### src/logic/rv_pkg.sv
// ****************************
// shared widths, opcodes and control encodings for the rv64 core
// imported by every rtl file that needs them
// ****************************
`default_nettype none

package rv_pkg;

  // ****************************
  // widths
  // ****************************
  localparam int xlen     = 64;
  localparam int inst_w   = 32;
  localparam int reg_id_w = 5;

  localparam logic [xlen-1:0] reset_pc = '0;  // first fetch address

  // ****************************
  // major opcodes, inst[6:0]
  // ****************************
  localparam logic [6:0] op_imm    = 7'b0010011;
  localparam logic [6:0] op_imm_32 = 7'b0011011;
  localparam logic [6:0] op_op     = 7'b0110011;
  localparam logic [6:0] op_32     = 7'b0111011;
  localparam logic [6:0] op_lui    = 7'b0110111;
  localparam logic [6:0] op_auipc  = 7'b0010111;
  localparam logic [6:0] op_jal    = 7'b1101111;
  localparam logic [6:0] op_jalr   = 7'b1100111;
  localparam logic [6:0] op_branch = 7'b1100011;
  localparam logic [6:0] op_load   = 7'b0000011;
  localparam logic [6:0] op_store  = 7'b0100011;
  localparam logic [6:0] op_system = 7'b1110011;

  // one encoded alu operation per instruction
  typedef enum logic [4:0] {
    alu_add,
    alu_sub,
    alu_lt,
    alu_ltu,
    alu_and,
    alu_or,
    alu_xor,
    alu_sll,
    alu_srl,
    alu_sra,
    alu_pass_imm,  // lui
    alu_eq,
    alu_ne,
    alu_ge,
    alu_geu,
    alu_addw,
    alu_sllw,
    alu_srlw,
    alu_sraw
  } alu_op_e;

  // matches funct3[1:0] of loads and stores
  typedef enum logic [1:0] {
    width_b = 2'd0,
    width_h = 2'd1,
    width_w = 2'd2,
    width_d = 2'd3
  } width_e;

  typedef enum logic [2:0] {
    imm_i,
    imm_s,
    imm_b,
    imm_u,
    imm_j,
    imm_none
  } imm_fmt_e;

endpackage

`default_nettype wire

### src/logic/lsu.sv
// ****************************
// store lane replication and byte mask, load extract and extend
// ****************************
`timescale 1ns/1ps
`default_nettype none

module lsu import rv_pkg::*; (
  input  logic [xlen-1:0] addr,
  input  logic [xlen-1:0] store_data,
  input  width_e          width,
  input  logic            is_unsigned,
  input  logic [xlen-1:0] mem_rdata,
  output logic [xlen-1:0] wdata,
  output logic [7:0]      wmask,
  output logic [xlen-1:0] load_data
);

  logic [2:0]      offset;
  logic [xlen-1:0] shifted;

  assign offset  = addr[2:0];  // byte within the doubleword
  assign shifted = mem_rdata >> {offset, 3'b000};

  // ****************************
  // store side
  // ****************************
  always_comb begin
    case (width)
      width_b: begin
        wdata = {8{store_data[7:0]}};
        wmask = 8'h01 << offset;
      end
      width_h: begin
        wdata = {4{store_data[15:0]}};
        wmask = 8'h03 << {offset[2:1], 1'b0};
      end
      width_w: begin
        wdata = {2{store_data[31:0]}};
        wmask = 8'h0f << {offset[2], 2'b00};
      end
      default: begin
        wdata = store_data;
        wmask = 8'hff;
      end
    endcase
  end

  // load side, sign bit masked off for unsigned forms
  always_comb begin
    case (width)
      width_b: load_data = {{56{shifted[7] & ~is_unsigned}}, shifted[7:0]};
      width_h: load_data = {{48{shifted[15] & ~is_unsigned}}, shifted[15:0]};
      width_w: load_data = {{32{shifted[31] & ~is_unsigned}}, shifted[31:0]};
      default: load_data = shifted;
    endcase
  end

endmodule

`default_nettype wire

### config.mk
export PLATFORM = sky130hd
export DESIGN_NAME = lsu
export DESIGN_NICKNAME = d
export VERILOG_FILES = /design/src/logic/rv_pkg.sv /design/src/logic/lsu.sv
export SDC_FILE = /design/constraint.sdc
export NUM_CORES = 1
export LEC_CHECK = 0
export ABC_AREA = 1
export BUFFER_PORTS_ARGS = -buffer_cell sky130_fd_sc_hd__buf_4
export CAP_MARGIN = 0
export CORE_AREA = 2 2 129 131
export DETAILED_ROUTE_END_ITERATION = 10
export DIE_AREA = 0 0 131 133
export GPL_ROUTABILITY_DRIVEN = 0
export SYNTH_ARGS = -nofsm -noshare
export SYNTH_HDL_FRONTEND = slang
export SYNTH_SLANG_ARGS = --single-unit
### constraint.sdc
create_clock -name vclk -period 2.7
set_input_delay 0.135 -clock vclk [all_inputs]
set_output_delay 0.135 -clock vclk [all_outputs]
set_load 0.1 [all_outputs]
==> summary.txt <==
Setup path
  • CP required: approximately 2600 ps
  • Worst EP arrival: between 2000 and 2500 ps
  • Startpoint Class: input port
  • Setup crit end kind: output port
  • Critical path class: in2out
  • Launch point of the worst path: addr[0]
  • CP max FO: 35

Power
  • Sw power: 1.98 mW
  • LEAKAGE: between 3 and 4 nW
  • Sequential Power Share: 0
  • Cell Int Power: between 0.5 and 0.6 mW
  • Final Power: around 2.5 mW
  • Net Sw Frac: 0.784
  • Peak supply drop: 190 uV
  • Pwr Density: around 460 nW/um^2
  • Power share of the combinational group: 1.000
  • Clock share of power: 0

Timing
  • F_max: 454 MHz
  • RSZ-0062 raised after global routing: no
  • Max_slew headroom: 0.675
  • Final Hold Viols: 0
  • Minimum clock period: between 2000 and 2500 ps
  • Max-slew violations: 0
  • Post-layout worst setup margin: between 400 and 500 ps
  • Tcrit/Tclk final: 0.815
  • Setup violators final: 0
  • Slew @ Worst Pin: 485 ps

Drt
  • Final ANT Viol Nets: 0
  • TritonRoute pass-1 iters: 6
  • # DRC: 0
  • Routed vias/inst: between 4 and 5
  • Vias: approximately 5400
  • Average wire per standard cell: 17.5 um
  • DR iter-0 viols: around 470
  • Final WL: just under 20000 um

Cells and area
  • Commonest non-fill, non-tap cell in the layout: nand2_1
  • Seq cells: 0
  • Clock buffer count: 0
  • Final nets: 1093
  • Post-route core utilization: 0.341
  • Finished Layout Cells: roughly 1100
  • FF/Latch Area: 0 um^2
  • Layout area overhead: 61.6%
  • Layout cells sized above 1: 0.390
  • Antenna diodes: 0
  • Most frequent cells in the layout: nand2_1, buf_4, nand3_1

Floorplan
  • Core area: approximately 16000 um^2
  • Io pins: around 330
  • Die width: 131 um
  • Die Y: approximately 130 um
  • Row Count: 47
  • Initial Utilization: 0.211
  • Die footprint: approximately 17000 um^2

Logic synthesis
  • Post-synthesis mux area share: 0
  • Net Count, Synth: ~860
  • Synthesized cell area: 3410 um^2
  • Synth unique cells: 33
  • Register area share after synthesis: 0
  • Adder-cell share of the synthesized area: 0
  • Main combinational cell family by area after synthesis: simple AND/OR/NAND/NOR gates
  • Cells after Synth: 663
  • Top-area cell type share of the netlist area: 0.326
  • Xor/xnor cell area share of the yosys netlist: 0
  • Yosys warnings: 0
  • Leading area contributor after synthesis: nand2_1
  • Post-Synth Simple-Gate Area: 0.618
  • Synth top area cells: nand2_1, nand3_1, nand4_2
  • Syn avg cell area: 5.15 um^2
  • Synth Area in Compound Gates: 0.210

Global route
  • Global route total overflow: 0
  • First-pass GRT wire length: around 28000 um
  • Largest net degree at the start of global routing: 49
  • GRT Total Usage: 0.205
  • Initial antenna violation count: 0
  • Vias in the first global route: around 4800

Placement
  • Detail Placement HPWL: approximately 16000 um
  • Placed insts: between 1000 and 1500
  • Pre-CTS WS: around 500 ps
  • Port bufs: between 200 and 300

Worst hold path
  • Critical hold path startpoint: store_data[5]
  • Hold Path Class: in2out

Clock tree
  • Post-CTS Repair Setup Buffers: 0
  • CTS Hold Bufs: 0
  • Post-CTS sizing: 0

Outcome
  • Outcome: finished clean

Flow run
  • Max-cap violations: 0
-- Yosys cell counts, drive strengths merged --
library cell and number:
a221oi 8, inv 40, or2 1, clkinv 1
nand3 79, o211ai 19, a21oi 18, o2111ai 3
o21ai 66, a22oi 1, o22ai 1, a32oi 4
nand2 302, nand4 33, nor2 24, buf 44
a31oi 1, clkbuf 18
-- cell families after synthesis --
| family | Yosys count |
|---|---|
| AO/OA/AOI/OAI | 121 |
| AND/OR/NAND/NOR | 439 |
| buffers and inverters | 103 |
-- worst max-delay path, cell delays in order --
cell and delay [ps]:
buf_4 380, inv_4 150, nand2_1 90, nand2_1 50, nand2_1 50, nand2_1 60
nand2_1 80, nand2_2 90, nand2_2 280, buf_12 270, nand4_1 150, buf_4 270
-- power groups by stage --
stage | Combinational, mW | Sequential (mW) | Clock [mW]
after floorplan | 1.90 | 0 | 0
after global placement | 2.52 | 0 | 0
after detailed placement | 2.52 | 0 | 0
after CTS | 2.53 | 0 | 0
after global routing | 2.62 | 0 | 0
final | 2.53 | 0 | 0
-- stage by stage --
step	cell area [um^2]	TNS (ps)	hold WS, ps
2_1_floorplan	3410	-1280	482
3_3_place_gp	5520	0	612
3_5_place_dp	5520	0	613
4_1_cts	5520	0	613
5_1_grt	5520	0	615
6_report	5520	0	614
-- metal layers --
layer	wire length [um]	track usage	part of all wire
met2	8410	0.305	0.43
met5	0	0	0
met1	9040	0.313	0.46
met4	333	0.0325	0.017
met3	1720	0.0319	0.088
-- worst paths after layout --
kind                       endpoint  slack [ps]  cells after the start
worst max-delay path  load_data[59]         500                     12
worst min-delay path       wdata[5]         610                      2
-- final cells by class --
type	count	area (um^2)
timing repair buffer	295	2250
multi-input combinational	560	2830
fill	1858	10700
inverter	41	159
tap	220	275
No activity file was read; power rests on OpenSTA's default activity.
