<file path="config.mk">
export PLATFORM = sky130hd
export DESIGN_NAME = decoder_flat
export DESIGN_NICKNAME = d
export VERILOG_FILES = /design/src/logic/rv_pkg.sv /design/src/logic/dec_if.sv /design/src/logic/decoder.sv /design/src/flat_wrapper.sv
export SDC_FILE = /design/constraint.sdc
export NUM_CORES = 1
export LEC_CHECK = 0
export ABC_AREA = 1
export BUFFER_PORTS_ARGS = -buffer_cell sky130_fd_sc_hd__buf_2
export CAP_MARGIN = 10
export CORE_MARGIN = 2
export CORE_UTILIZATION = 43
export DETAILED_ROUTE_END_ITERATION = 8
export PLACE_DENSITY = 0.92
export REMOVE_ABC_BUFFERS = 1
export SLEW_MARGIN = 5
export SYNTH_ARGS = -nofsm -noshare
export SYNTH_HDL_FRONTEND = slang
export SYNTH_SLANG_ARGS = --single-unit
</file>
<file path="constraint.sdc">
create_clock -name vclk -period 12.65
set_clock_uncertainty 0.1 [all_clocks]
set_input_delay 2.53 -clock vclk [all_inputs]
set_output_delay 2.53 -clock vclk [all_outputs]
set_load 0.1 [all_outputs]
</file>
<file path="src/logic/rv_pkg.sv">
// ****************************
// shared widths, opcodes and control encodings for the rv64 core
// imported by every rtl file that needs them
// ****************************
`default_nettype none

package rv_pkg;

  // ****************************
  // widths
  // ****************************
  localparam int xlen     = 64;
  localparam int inst_w   = 32;
  localparam int reg_id_w = 5;

  localparam logic [xlen-1:0] reset_pc = '0;  // first fetch address

  // ****************************
  // major opcodes, inst[6:0]
  // ****************************
  localparam logic [6:0] op_imm    = 7'b0010011;
  localparam logic [6:0] op_imm_32 = 7'b0011011;
  localparam logic [6:0] op_op     = 7'b0110011;
  localparam logic [6:0] op_32     = 7'b0111011;
  localparam logic [6:0] op_lui    = 7'b0110111;
  localparam logic [6:0] op_auipc  = 7'b0010111;
  localparam logic [6:0] op_jal    = 7'b1101111;
  localparam logic [6:0] op_jalr   = 7'b1100111;
  localparam logic [6:0] op_branch = 7'b1100011;
  localparam logic [6:0] op_load   = 7'b0000011;
  localparam logic [6:0] op_store  = 7'b0100011;
  localparam logic [6:0] op_system = 7'b1110011;

  // one encoded alu operation per instruction
  typedef enum logic [4:0] {
    alu_add,
    alu_sub,
    alu_lt,
    alu_ltu,
    alu_and,
    alu_or,
    alu_xor,
    alu_sll,
    alu_srl,
    alu_sra,
    alu_pass_imm,  // lui
    alu_eq,
    alu_ne,
    alu_ge,
    alu_geu,
    alu_addw,
    alu_sllw,
    alu_srlw,
    alu_sraw
  } alu_op_e;

  // matches funct3[1:0] of loads and stores
  typedef enum logic [1:0] {
    width_b = 2'd0,
    width_h = 2'd1,
    width_w = 2'd2,
    width_d = 2'd3
  } width_e;

  typedef enum logic [2:0] {
    imm_i,
    imm_s,
    imm_b,
    imm_u,
    imm_j,
    imm_none
  } imm_fmt_e;

endpackage

`default_nettype wire

</file>
<file path="src/logic/dec_if.sv">
// ****************************
// decoded fields and control, decoder to core datapath
// ****************************
`timescale 1ns/1ps
`default_nettype none

interface dec_if import rv_pkg::*; ();
  logic [reg_id_w-1:0] rd;
  logic [reg_id_w-1:0] rs1;
  logic [reg_id_w-1:0] rs2;
  logic [xlen-1:0]     imm;
  logic                need_imm;  // operand b from imm, not rs2
  alu_op_e             alu_op;
  logic                is_auipc;
  logic                is_jal;
  logic                is_jalr;
  logic                is_branch;
  logic                is_load;
  logic                is_store;
  logic                is_ebreak;
  logic                is_unsigned;  // zero-extending load
  logic                illegal;
  logic                reg_wen;
  width_e              mem_width;

  modport dec (output rd, rs1, rs2, imm, need_imm, alu_op, is_auipc, is_jal, is_jalr,
               is_branch, is_load, is_store, is_ebreak, is_unsigned, illegal,
               reg_wen, mem_width);
  modport dp (input rd, rs1, rs2, imm, need_imm, alu_op, is_auipc, is_jal, is_jalr,
              is_branch, is_load, is_store, is_ebreak, is_unsigned, illegal,
              reg_wen, mem_width);
endinterface

`default_nettype wire

</file>
<file path="src/logic/decoder.sv">
// ****************************
// combinational rv64i decoder, one term per supported instruction
// anything outside the recognised set raises illegal
// ****************************
`timescale 1ns/1ps
`default_nettype none

module decoder import rv_pkg::*; (
  input  logic [inst_w-1:0] inst,
  dec_if.dec                dec
);

  // ****************************
  // field matches
  // ****************************
  wire opc_imm    = (inst[6:0] == op_imm);
  wire opc_imm_32 = (inst[6:0] == op_imm_32);
  wire opc_op     = (inst[6:0] == op_op);
  wire opc_32     = (inst[6:0] == op_32);
  wire opc_lui    = (inst[6:0] == op_lui);
  wire opc_auipc  = (inst[6:0] == op_auipc);
  wire opc_jal    = (inst[6:0] == op_jal);
  wire opc_jalr   = (inst[6:0] == op_jalr);
  wire opc_branch = (inst[6:0] == op_branch);
  wire opc_load   = (inst[6:0] == op_load);
  wire opc_store  = (inst[6:0] == op_store);
  wire opc_system = (inst[6:0] == op_system);

  wire [7:0] f3 = 8'b1 << inst[14:12];  // one-hot funct3
  wire f7_zero  = (inst[31:25] == 7'b0000000);
  wire f7_alt   = (inst[31:25] == 7'b0100000);
  wire sh6_zero = (inst[31:26] == 6'b000000);  // 64-bit shamt keeps bit 25
  wire sh6_alt  = (inst[31:26] == 6'b010000);

  // 2.4 integer computational, register-immediate
  wire addi  = opc_imm & f3[0];
  wire slti  = opc_imm & f3[2];
  wire sltiu = opc_imm & f3[3];
  wire xori  = opc_imm & f3[4];
  wire ori   = opc_imm & f3[6];
  wire andi  = opc_imm & f3[7];
  wire slli  = opc_imm & f3[1] & sh6_zero;
  wire srli  = opc_imm & f3[5] & sh6_zero;
  wire srai  = opc_imm & f3[5] & sh6_alt;

  // register-register
  wire add      = opc_op & f3[0] & f7_zero;
  wire sub      = opc_op & f3[0] & f7_alt;
  wire sll      = opc_op & f3[1] & f7_zero;
  wire slt      = opc_op & f3[2] & f7_zero;
  wire sltu     = opc_op & f3[3] & f7_zero;
  wire xor_inst = opc_op & f3[4] & f7_zero;
  wire srl      = opc_op & f3[5] & f7_zero;
  wire sra      = opc_op & f3[5] & f7_alt;
  wire or_inst  = opc_op & f3[6] & f7_zero;
  wire and_inst = opc_op & f3[7] & f7_zero;

  // 2.5 control transfer
  wire jal  = opc_jal;
  wire jalr = opc_jalr & f3[0];
  wire beq  = opc_branch & f3[0];
  wire bne  = opc_branch & f3[1];
  wire blt  = opc_branch & f3[4];
  wire bge  = opc_branch & f3[5];
  wire bltu = opc_branch & f3[6];
  wire bgeu = opc_branch & f3[7];

  // 2.6 loads and stores
  wire lb  = opc_load & f3[0];
  wire lh  = opc_load & f3[1];
  wire lw  = opc_load & f3[2];
  wire ld  = opc_load & f3[3];
  wire lbu = opc_load & f3[4];
  wire lhu = opc_load & f3[5];
  wire lwu = opc_load & f3[6];
  wire sb  = opc_store & f3[0];
  wire sh  = opc_store & f3[1];
  wire sw  = opc_store & f3[2];
  wire sd  = opc_store & f3[3];

  // 2.8 breakpoint
  wire ebreak = opc_system & f3[0] & (inst[31:20] == 12'h001);

  // rv64i word forms, no addw/subw
  wire addiw = opc_imm_32 & f3[0];
  wire slliw = opc_imm_32 & f3[1] & f7_zero;
  wire srliw = opc_imm_32 & f3[5] & f7_zero;
  wire sraiw = opc_imm_32 & f3[5] & f7_alt;
  wire sllw  = opc_32 & f3[1] & f7_zero;
  wire srlw  = opc_32 & f3[5] & f7_zero;
  wire sraw  = opc_32 & f3[5] & f7_alt;

  wire alu_imm_grp = addi | slti | sltiu | xori | ori | andi | slli | srli | srai;
  wire alu_reg_grp = add | sub | sll | slt | sltu | xor_inst | srl | sra | or_inst | and_inst;
  wire word_grp    = addiw | slliw | srliw | sraiw | sllw | srlw | sraw;
  wire branch_grp  = beq | bne | blt | bge | bltu | bgeu;
  wire load_grp    = lb | lh | lw | ld | lbu | lhu | lwu;
  wire store_grp   = sb | sh | sw | sd;

  // ****************************
  // immediate
  // ****************************
  wire fmt_i = opc_imm | opc_imm_32 | opc_load | opc_jalr;
  wire fmt_s = opc_store;
  wire fmt_b = opc_branch;
  wire fmt_u = opc_lui | opc_auipc;
  wire fmt_j = opc_jal;

  imm_fmt_e imm_fmt;

  always_comb begin
    if (fmt_i)      imm_fmt = imm_i;
    else if (fmt_s) imm_fmt = imm_s;
    else if (fmt_b) imm_fmt = imm_b;
    else if (fmt_u) imm_fmt = imm_u;
    else if (fmt_j) imm_fmt = imm_j;
    else            imm_fmt = imm_none;
  end

  always_comb begin
    case (imm_fmt)
      imm_i:   dec.imm = {{52{inst[31]}}, inst[31:20]};
      imm_s:   dec.imm = {{52{inst[31]}}, inst[31:25], inst[11:7]};
      imm_b:   dec.imm = {{51{inst[31]}}, inst[31], inst[7], inst[30:25], inst[11:8], 1'b0};
      imm_u:   dec.imm = {{32{inst[31]}}, inst[31:12], 12'b0};
      imm_j:   dec.imm = {{43{inst[31]}}, inst[31], inst[19:12], inst[20], inst[30:21], 1'b0};
      default: dec.imm = '0;  // r-type
    endcase
  end

  // ****************************
  // control
  // ****************************
  always_comb begin
    if (sub)                        dec.alu_op = alu_sub;
    else if (slti | slt | blt)      dec.alu_op = alu_lt;
    else if (sltiu | sltu | bltu)   dec.alu_op = alu_ltu;
    else if (andi | and_inst)       dec.alu_op = alu_and;
    else if (ori | or_inst)         dec.alu_op = alu_or;
    else if (xori | xor_inst)       dec.alu_op = alu_xor;
    else if (slli | sll)            dec.alu_op = alu_sll;
    else if (srli | srl)            dec.alu_op = alu_srl;
    else if (srai | sra)            dec.alu_op = alu_sra;
    else if (opc_lui)               dec.alu_op = alu_pass_imm;
    else if (beq)                   dec.alu_op = alu_eq;
    else if (bne)                   dec.alu_op = alu_ne;
    else if (bge)                   dec.alu_op = alu_ge;
    else if (bgeu)                  dec.alu_op = alu_geu;
    else if (addiw)                 dec.alu_op = alu_addw;
    else if (slliw | sllw)          dec.alu_op = alu_sllw;
    else if (srliw | srlw)          dec.alu_op = alu_srlw;
    else if (sraiw | sraw)          dec.alu_op = alu_sraw;
    else                            dec.alu_op = alu_add;  // addr, auipc, jumps
  end

  always_comb begin
    if (lb | lbu | sb)      dec.mem_width = width_b;
    else if (lh | lhu | sh) dec.mem_width = width_h;
    else if (lw | lwu | sw) dec.mem_width = width_w;
    else                    dec.mem_width = width_d;
  end

  assign dec.rd  = inst[11:7];
  assign dec.rs1 = inst[19:15];
  assign dec.rs2 = inst[24:20];

  assign dec.need_imm = fmt_i | fmt_s | fmt_u | fmt_j;
  assign dec.reg_wen  = alu_imm_grp | alu_reg_grp | word_grp | opc_lui | opc_auipc
                      | jal | jalr | load_grp;

  assign dec.is_auipc    = opc_auipc;
  assign dec.is_jal      = jal;
  assign dec.is_jalr     = jalr;
  assign dec.is_branch   = branch_grp;
  assign dec.is_load     = load_grp;
  assign dec.is_store    = store_grp;
  assign dec.is_ebreak   = ebreak;
  assign dec.is_unsigned = lbu | lhu | lwu;

  assign dec.illegal = ~(alu_imm_grp | alu_reg_grp | word_grp | opc_lui | opc_auipc | jal
                       | jalr | branch_grp | load_grp | store_grp | ebreak);

endmodule

`default_nettype wire

</file>
<file path="src/flat_wrapper.sv">
// flat-port wrapper written by rule: the top's interface ports become plain ports
module decoder_flat import rv_pkg::*;
  (inst, dec_rd, dec_rs1, dec_rs2, dec_imm, dec_need_imm, dec_alu_op, dec_is_auipc, dec_is_jal, dec_is_jalr, dec_is_branch, dec_is_load, dec_is_store, dec_is_ebreak, dec_is_unsigned, dec_illegal, dec_reg_wen, dec_mem_width);
  dec_if dec_i ();
  input  logic [inst_w-1:0] inst;
  output wire logic [$bits(dec_i.rd)-1:0] dec_rd;
  output wire logic [$bits(dec_i.rs1)-1:0] dec_rs1;
  output wire logic [$bits(dec_i.rs2)-1:0] dec_rs2;
  output wire logic [$bits(dec_i.imm)-1:0] dec_imm;
  output wire logic [$bits(dec_i.need_imm)-1:0] dec_need_imm;
  output wire logic [$bits(dec_i.alu_op)-1:0] dec_alu_op;
  output wire logic [$bits(dec_i.is_auipc)-1:0] dec_is_auipc;
  output wire logic [$bits(dec_i.is_jal)-1:0] dec_is_jal;
  output wire logic [$bits(dec_i.is_jalr)-1:0] dec_is_jalr;
  output wire logic [$bits(dec_i.is_branch)-1:0] dec_is_branch;
  output wire logic [$bits(dec_i.is_load)-1:0] dec_is_load;
  output wire logic [$bits(dec_i.is_store)-1:0] dec_is_store;
  output wire logic [$bits(dec_i.is_ebreak)-1:0] dec_is_ebreak;
  output wire logic [$bits(dec_i.is_unsigned)-1:0] dec_is_unsigned;
  output wire logic [$bits(dec_i.illegal)-1:0] dec_illegal;
  output wire logic [$bits(dec_i.reg_wen)-1:0] dec_reg_wen;
  output wire logic [$bits(dec_i.mem_width)-1:0] dec_mem_width;
  assign dec_rd = dec_i.rd;
  assign dec_rs1 = dec_i.rs1;
  assign dec_rs2 = dec_i.rs2;
  assign dec_imm = dec_i.imm;
  assign dec_need_imm = dec_i.need_imm;
  assign dec_alu_op = dec_i.alu_op;
  assign dec_is_auipc = dec_i.is_auipc;
  assign dec_is_jal = dec_i.is_jal;
  assign dec_is_jalr = dec_i.is_jalr;
  assign dec_is_branch = dec_i.is_branch;
  assign dec_is_load = dec_i.is_load;
  assign dec_is_store = dec_i.is_store;
  assign dec_is_ebreak = dec_i.is_ebreak;
  assign dec_is_unsigned = dec_i.is_unsigned;
  assign dec_illegal = dec_i.illegal;
  assign dec_reg_wen = dec_i.reg_wen;
  assign dec_mem_width = dec_i.mem_width;
  decoder u_core (.inst(inst), .dec(dec_i));
endmodule
</file>
==> results by group, run 1 <==
Setup path
  • Critical Path AT: 4.42 ns
  • WS Path Type: in -> out
  • Buffers & Inverters on Critical Path: 5
  • Required time worst endpoint: 10.02 ns
  • Worst-path cell chain: buf_2 > inv_1 > nand2_1 > nor2_1 > nand2_1 > nand2_2 > inv_1 > o21ai_1 > buf_4 > buf_2
  • Slowest CP cell: buf_2
  • Crit Path Max Fanout: 33
  • Worst Setup Start Kind: primary input
  • Worst setup EP type: output port
  • Largest delay share family, worst path: buffers and inverters
  • CP peak stage delay: 0.47 ns

Final layout
  • Register Area: 0 sq um
  • ANT cells: 0
  • Layout Nets: 372
  • Share of layout cells above drive strength 1: 0.4615
  • Seq_cells: 0
  • P&R area growth vs syn: 23.95%
  • CLK BUF: 0
  • Final core utilization: 0.5638
  • Fillers: 317
  • Fin area: 1735 sq um

Yosys
  • Yosys cell types: 28
  • Sequential share of the synthesized area: 0
  • Synthesized netlist cell count: 258
  • Most common cell in the netlist: buf_4
  • Adder-Cell Fraction of Synth Area: 0
  • Cell taking the most area after synthesis: buf_4
  • Largest family of logic cells by synthesized area: simple AND/OR/NAND/NOR gates
  • Syn_area_per_cell: 5.427 sq um
  • Portion of netlist area occupied by mux cells: 0
  • Simple-Gate Fraction of Synth Area: 0.4799
  • Synth Area in XOR/XNOR: 0
  • Top post-synthesis cells by count: buf_4 (47), nand2_1 (42), nor2_1 (42)
  • Synth area leaders: buf_4 (25%), nand2_1 (11%), nor2_1 (11%)
  • Yosys warning total: 0
  • Synth Area in Compound Gates: 0.1492
  • Synth top area share: 0.2520
  • Post-Syn Area: 1400 sq um

Global routing
  • Global-route wire length before repair: 6161 microns
  • Grt total ovfl: 0
  • Vias in the first global route: 1458
  • Largest net degree at the start of global routing: 34
  • Initial antenna violation count: 0
  • Overall routing resource usage: 0.2072

STA
  • RSZ-0062 raised after global routing: no
  • Least-Margin Pin Slew: 0.4972 ns
  • Slew headroom: 0.6708
  • Min Hold Slack: 5.345 ns
  • Setup violations, final: 0
  • Highest Clock Rate: 141.9 MHz
  • Max-slew violation count: 0
  • Crit share post-route: 0.5571
  • Final worst slack: 5.603 ns
  • Fin crit period: 7.047 ns
  • Setup TNS: 0 ns
  • Final hold viol count: 0

Detailed routing
  • Final WL: 4274 microns
  • DRT iter0 DRCs: 110
  • Routed len/inst: 11.19 microns
  • Post-DR vias/cell: 4.866
  • Drt drc: 0
  • Final ANT Viol Nets: 0
  • Vias: 1859
  • Initial DRT Pass Iterations: 5

Die
  • Die area: 3728 sq um
  • Die X: 61.06 microns
  • Ports: 129
  • Die Y: 61.06 microns
  • Initial Util: 0.4549
  • Core box area: 3078 sq um
  • Rows: 20

Place
  • DPL Wire Length: 3711 microns
  • I/O Buffers: 129
  • RD Place Congestion: 0.9607
  • Post-DP Area: 1735 sq um
  • DP Worst Slack: 5.598 ns

Min path
  • Cells on Worst Hold Path: 2
  • Hold Startpoint: inst[10]
  • End of the worst hold path: dec_rd[3]
  • Worst hold path type: in -> out

Run status
  • Status: finished clean

Power
  • VDD IR-drop max: 0.05176 mV
  • PwrDens: 53.05 nW/um^2
  • Static Leak: 1.231 nW

Clock tree
  • CTS hold repair buffers: 0
  • Post-cts repair resize count: 0
  • Post-CTS setup buffer count: 0

Flow run
  • Max_cap viols: 0
power breakdown:
group	internal [mW]	switching (mW)	leakage (nW)
registers	0	0	0
clock network	0	0	0
logic	0.0127	0.0794	1.23
how the worst max path moves through the flow:
stage | startpoint | to | slack (ns) | cells past startpoint
after detailed placement | inst[3] | dec_imm[62] | 5.60 | 12
after floorplan | inst[3] | dec_imm[31] | -60.48 | 7
after global placement | inst[3] | dec_imm[51] | 5.65 | 12
after CTS | inst[3] | dec_imm[62] | 5.60 | 12
after global routing | inst[3] | dec_imm[62] | 5.40 | 10
final | inst[3] | dec_imm[62] | 5.60 | 10
per-layer routing:
| metal | vias to the layer above | global-route usage | routed length (microns) |
|---|---|---|---|
| li1 | 944 | - | - |
| met1 | 824 | 0.2832 | 1742 |
| met2 | 85 | 0.3769 | 2195 |
| met3 | 6 | 0.008403 | 310 |
| met4 | 0 | 0.01242 | 26 |
| met5 | - | 0 | 0 |
cell usage in the layout (no fill, tap or decap), types with 2 or more instances in the layout:
master    count
nor2_1       42
nand2_1      42
a211oi_1      2
a21oi_1       4
buf_2       129
nand2_2       7
inv_1        36
inv_2         3
nand3_1      19
nor3_1        3
nand4_1       6
o211ai_1     11
nand2_4       3
o21ai_0      10
nor2_4        5
nor2_2        5
stage by stage:
step                      instances  power (mW)
after CTS                       382     0.09206
after detailed placement        382     0.09192
after global routing            382     0.09540
after global placement          382     0.09153
after floorplan                 208     0.05551
final                           382     0.09206
area by class of cell:
type | count | area, sq um | area share
inverter | 39 | 146.4 | 0.08435
multi-input combinational | 169 | 880.8 | 0.5076
tap | 44 | 55.05 | 0.03172
timing repair buffer | 130 | 653.1 | 0.3764
cells by family after synthesis:
| kind of cell | count (synthesis) |
|---|---|
| AND/OR/NAND/NOR | 136 |
| AO/OA/AOI/OAI | 33 |
| buffers and inverters | 89 |
(Power assumes the default switching activity.)
==> run 2: changes to the inputs <==
--- a/config.mk
+++ b/config.mk
@@ -9,9 +9,9 @@
 export BUFFER_PORTS_ARGS = -buffer_cell sky130_fd_sc_hd__buf_2
 export CAP_MARGIN = 10
 export CORE_MARGIN = 2
-export CORE_UTILIZATION = 43
+export CORE_UTILIZATION = 36
 export DETAILED_ROUTE_END_ITERATION = 8
-export PLACE_DENSITY = 0.92
+export PLACE_DENSITY = 0.83
 export REMOVE_ABC_BUFFERS = 1
 export SLEW_MARGIN = 5
 export SYNTH_ARGS = -nofsm -noshare
==> constraint.sdc (replaced) <==
create_clock -name vclk -period 6.1
set_clock_uncertainty 0.1 [all_clocks]
set_input_delay 1.22 -clock vclk [all_inputs]
set_output_delay 1.22 -clock vclk [all_outputs]
set_load 0.1 [all_outputs]
==> run 2 against run 1 <==
Net effect:
- largest cell class unchanged
- combinational power rose by 110%
- critical path depth up 2
- power grew 110%
- cell area increased by 0.29%
- sequential share of layout area unchanged
- flip-flop and latch count unchanged
==> results by group, run 2 (synthesis gave the netlist of run 1 again) <==
Run status
  • Status: finished clean

Final layout
  • Multi-input gate area: 880.8 sq um
  • Layout Nets: 372
  • Seq_cells: 0
  • CLK BUF: 0
  • P&R area growth vs syn: 24.31%
  • Fin area: 1740 sq um
  • Most frequent cells in the layout: buf_2 (129), nand2_1 (42), nor2_1 (42)
  • ANT cells: 0
  • Most common cell after layout, fill and taps aside: buf_2
  • Final core utilization: 0.4718
  • Share of layout cells above drive strength 1: 0.4615
  • Fillers: 426
  • Register Area: 0 sq um

STA
  • Highest Clock Rate: 226.4 MHz
  • Fin crit period: 4.417 ns
  • Max-slew violation count: 0
  • Least-Margin Pin Slew: 0.4990 ns
  • Crit share post-route: 0.7241
  • Setup violations, final: 0
  • RSZ-0062 raised after global routing: no
  • Final hold viol count: 0
  • Slew headroom: 0.6696

Setup path
  • Worst Setup Start Kind: primary input
  • CP peak stage delay: 0.46 ns
  • Slowest CP cell: buf_2
  • Crit Path Max Fanout: 33
  • WS Path Type: in -> out
  • Critical Path AT: 3.10 ns
  • Required time worst endpoint: 4.78 ns
  • Worst-path cell chain: buf_2 > nor2_1 > nand2_2 > inv_2 > nand3_1 > inv_1 > nor2_4 > nand2_2 > nand2_4 > o21ai_1 > buf_4 > buf_2
  • Worst setup EP type: output port

Clock tree
  • Post-cts repair resize count: 0
  • Post-CTS setup buffer count: 0
  • CTS hold repair buffers: 0

Detailed routing
  • Final WL: 4436 microns
  • Final ANT Viol Nets: 0
  • Vias: 1870
  • Routed len/inst: 11.49 microns
  • Post-DR vias/cell: 4.845
  • DRT iter0 DRCs: 59
  • Drt drc: 0
  • Initial DRT Pass Iterations: 4

Flow run
  • Max_cap viols: 0

Die
  • Die Y: 66.37 microns
  • Core box area: 3689 sq um
  • Die area: 4404 sq um
  • Die X: 66.37 microns
  • Initial Util: 0.3796
  • Ports: 129
  • Rows: 22

Global routing
  • Met1 Resource Use GR: 0.2238
  • Vias in the first global route: 1590
  • Met3 usage: 0.008518
  • Initial antenna violation count: 0
  • Gr busiest metal: met2
  • Overall routing resource usage: 0.1864
  • Global-route wire length before repair: 6782 microns
  • Met2 Usage GRT: 0.3650
  • Largest net degree at the start of global routing: 34
  • Grt total ovfl: 0

Power
  • Post-layout power: 0.1911 mW
  • Static Leak: 1.231 nW
  • VDD IR-drop max: 0.08688 mV
  • PwrDens: 109.8 nW/um^2

Place
  • RD Place Congestion: 0.9240
  • Post-DP Area: 1740 sq um
  • DPL Wire Length: 3853 microns
  • I/O Buffers: 129

Min path
  • Hold Startpoint: inst[21]
  • End of the worst hold path: dec_rs2[1]
  • Cells on Worst Hold Path: 2
  • Worst hold path type: in -> out
[run 2: cell counts in the layout (fill, tap and decap cells not counted)]
Identical to the previous run, type by type.
[run 2: how the worst max path moves through the flow]
stage / startpoint / to / slack [ns]
after detailed placement: inst[3] / dec_imm[46] / 1.66
final: inst[3] / dec_imm[41] / 1.68
after CTS: inst[3] / dec_imm[46] / 1.66
after global routing: inst[1] / dec_imm[53] / 1.44
after floorplan: inst[3] / dec_imm[31] / -64.41
after global placement: inst[3] / dec_imm[46] / 1.68
[run 2: where the power goes]
| group | switching [mW] | internal, mW | leakage (nW) |
|---|---|---|---|
| logic | 0.165 | 0.0263 | 1.23 |
| clock network | 0 | 0 | 0 |
| registers | 0 | 0 | 0 |
| total | 0.165 | 0.0263 | 1.23 |
[run 2: final cells by class]
type	instances	share of cell area
Multi-Input combinational cell	169	0.5061
Timing Repair Buffer	130	0.3753
Inverter	39	0.08411
Tap cell	48	0.03451
[run 2: routing by layer]
layer | share of wire | routed length, microns | up-vias
met5 | 0 | 0 | -
met4 | 0.011 | 49 | 0
met3 | 0.084 | 374 | 6
met2 | 0.50 | 2216 | 99
met1 | 0.40 | 1796 | 824
li1 | - | - | 941
[run 2: worst max-delay path, delay by kind of cell]
kind                   cells  cell delay (ns)
buffers and inverters      5             1.18
and+or+nand+nor            6             0.61
AOI/OAI and AO/OA          1             0.08
[run 2: metrics by stage]
| step | setup TNS, ns | cells | hold slack [ns] | worst slack [ns] |
|---|---|---|---|---|
| floorplan | -2125.68 | 208 | 2.340 | -64.41 |
| global placement | 0 | 386 | 2.723 | 1.678 |
| detailed placement | 0 | 386 | 2.724 | 1.662 |
| CTS | 0 | 386 | 2.724 | 1.663 |
| global route | 0 | 386 | 2.729 | 1.445 |
| finish | 0 | 386 | 2.724 | 1.683 |
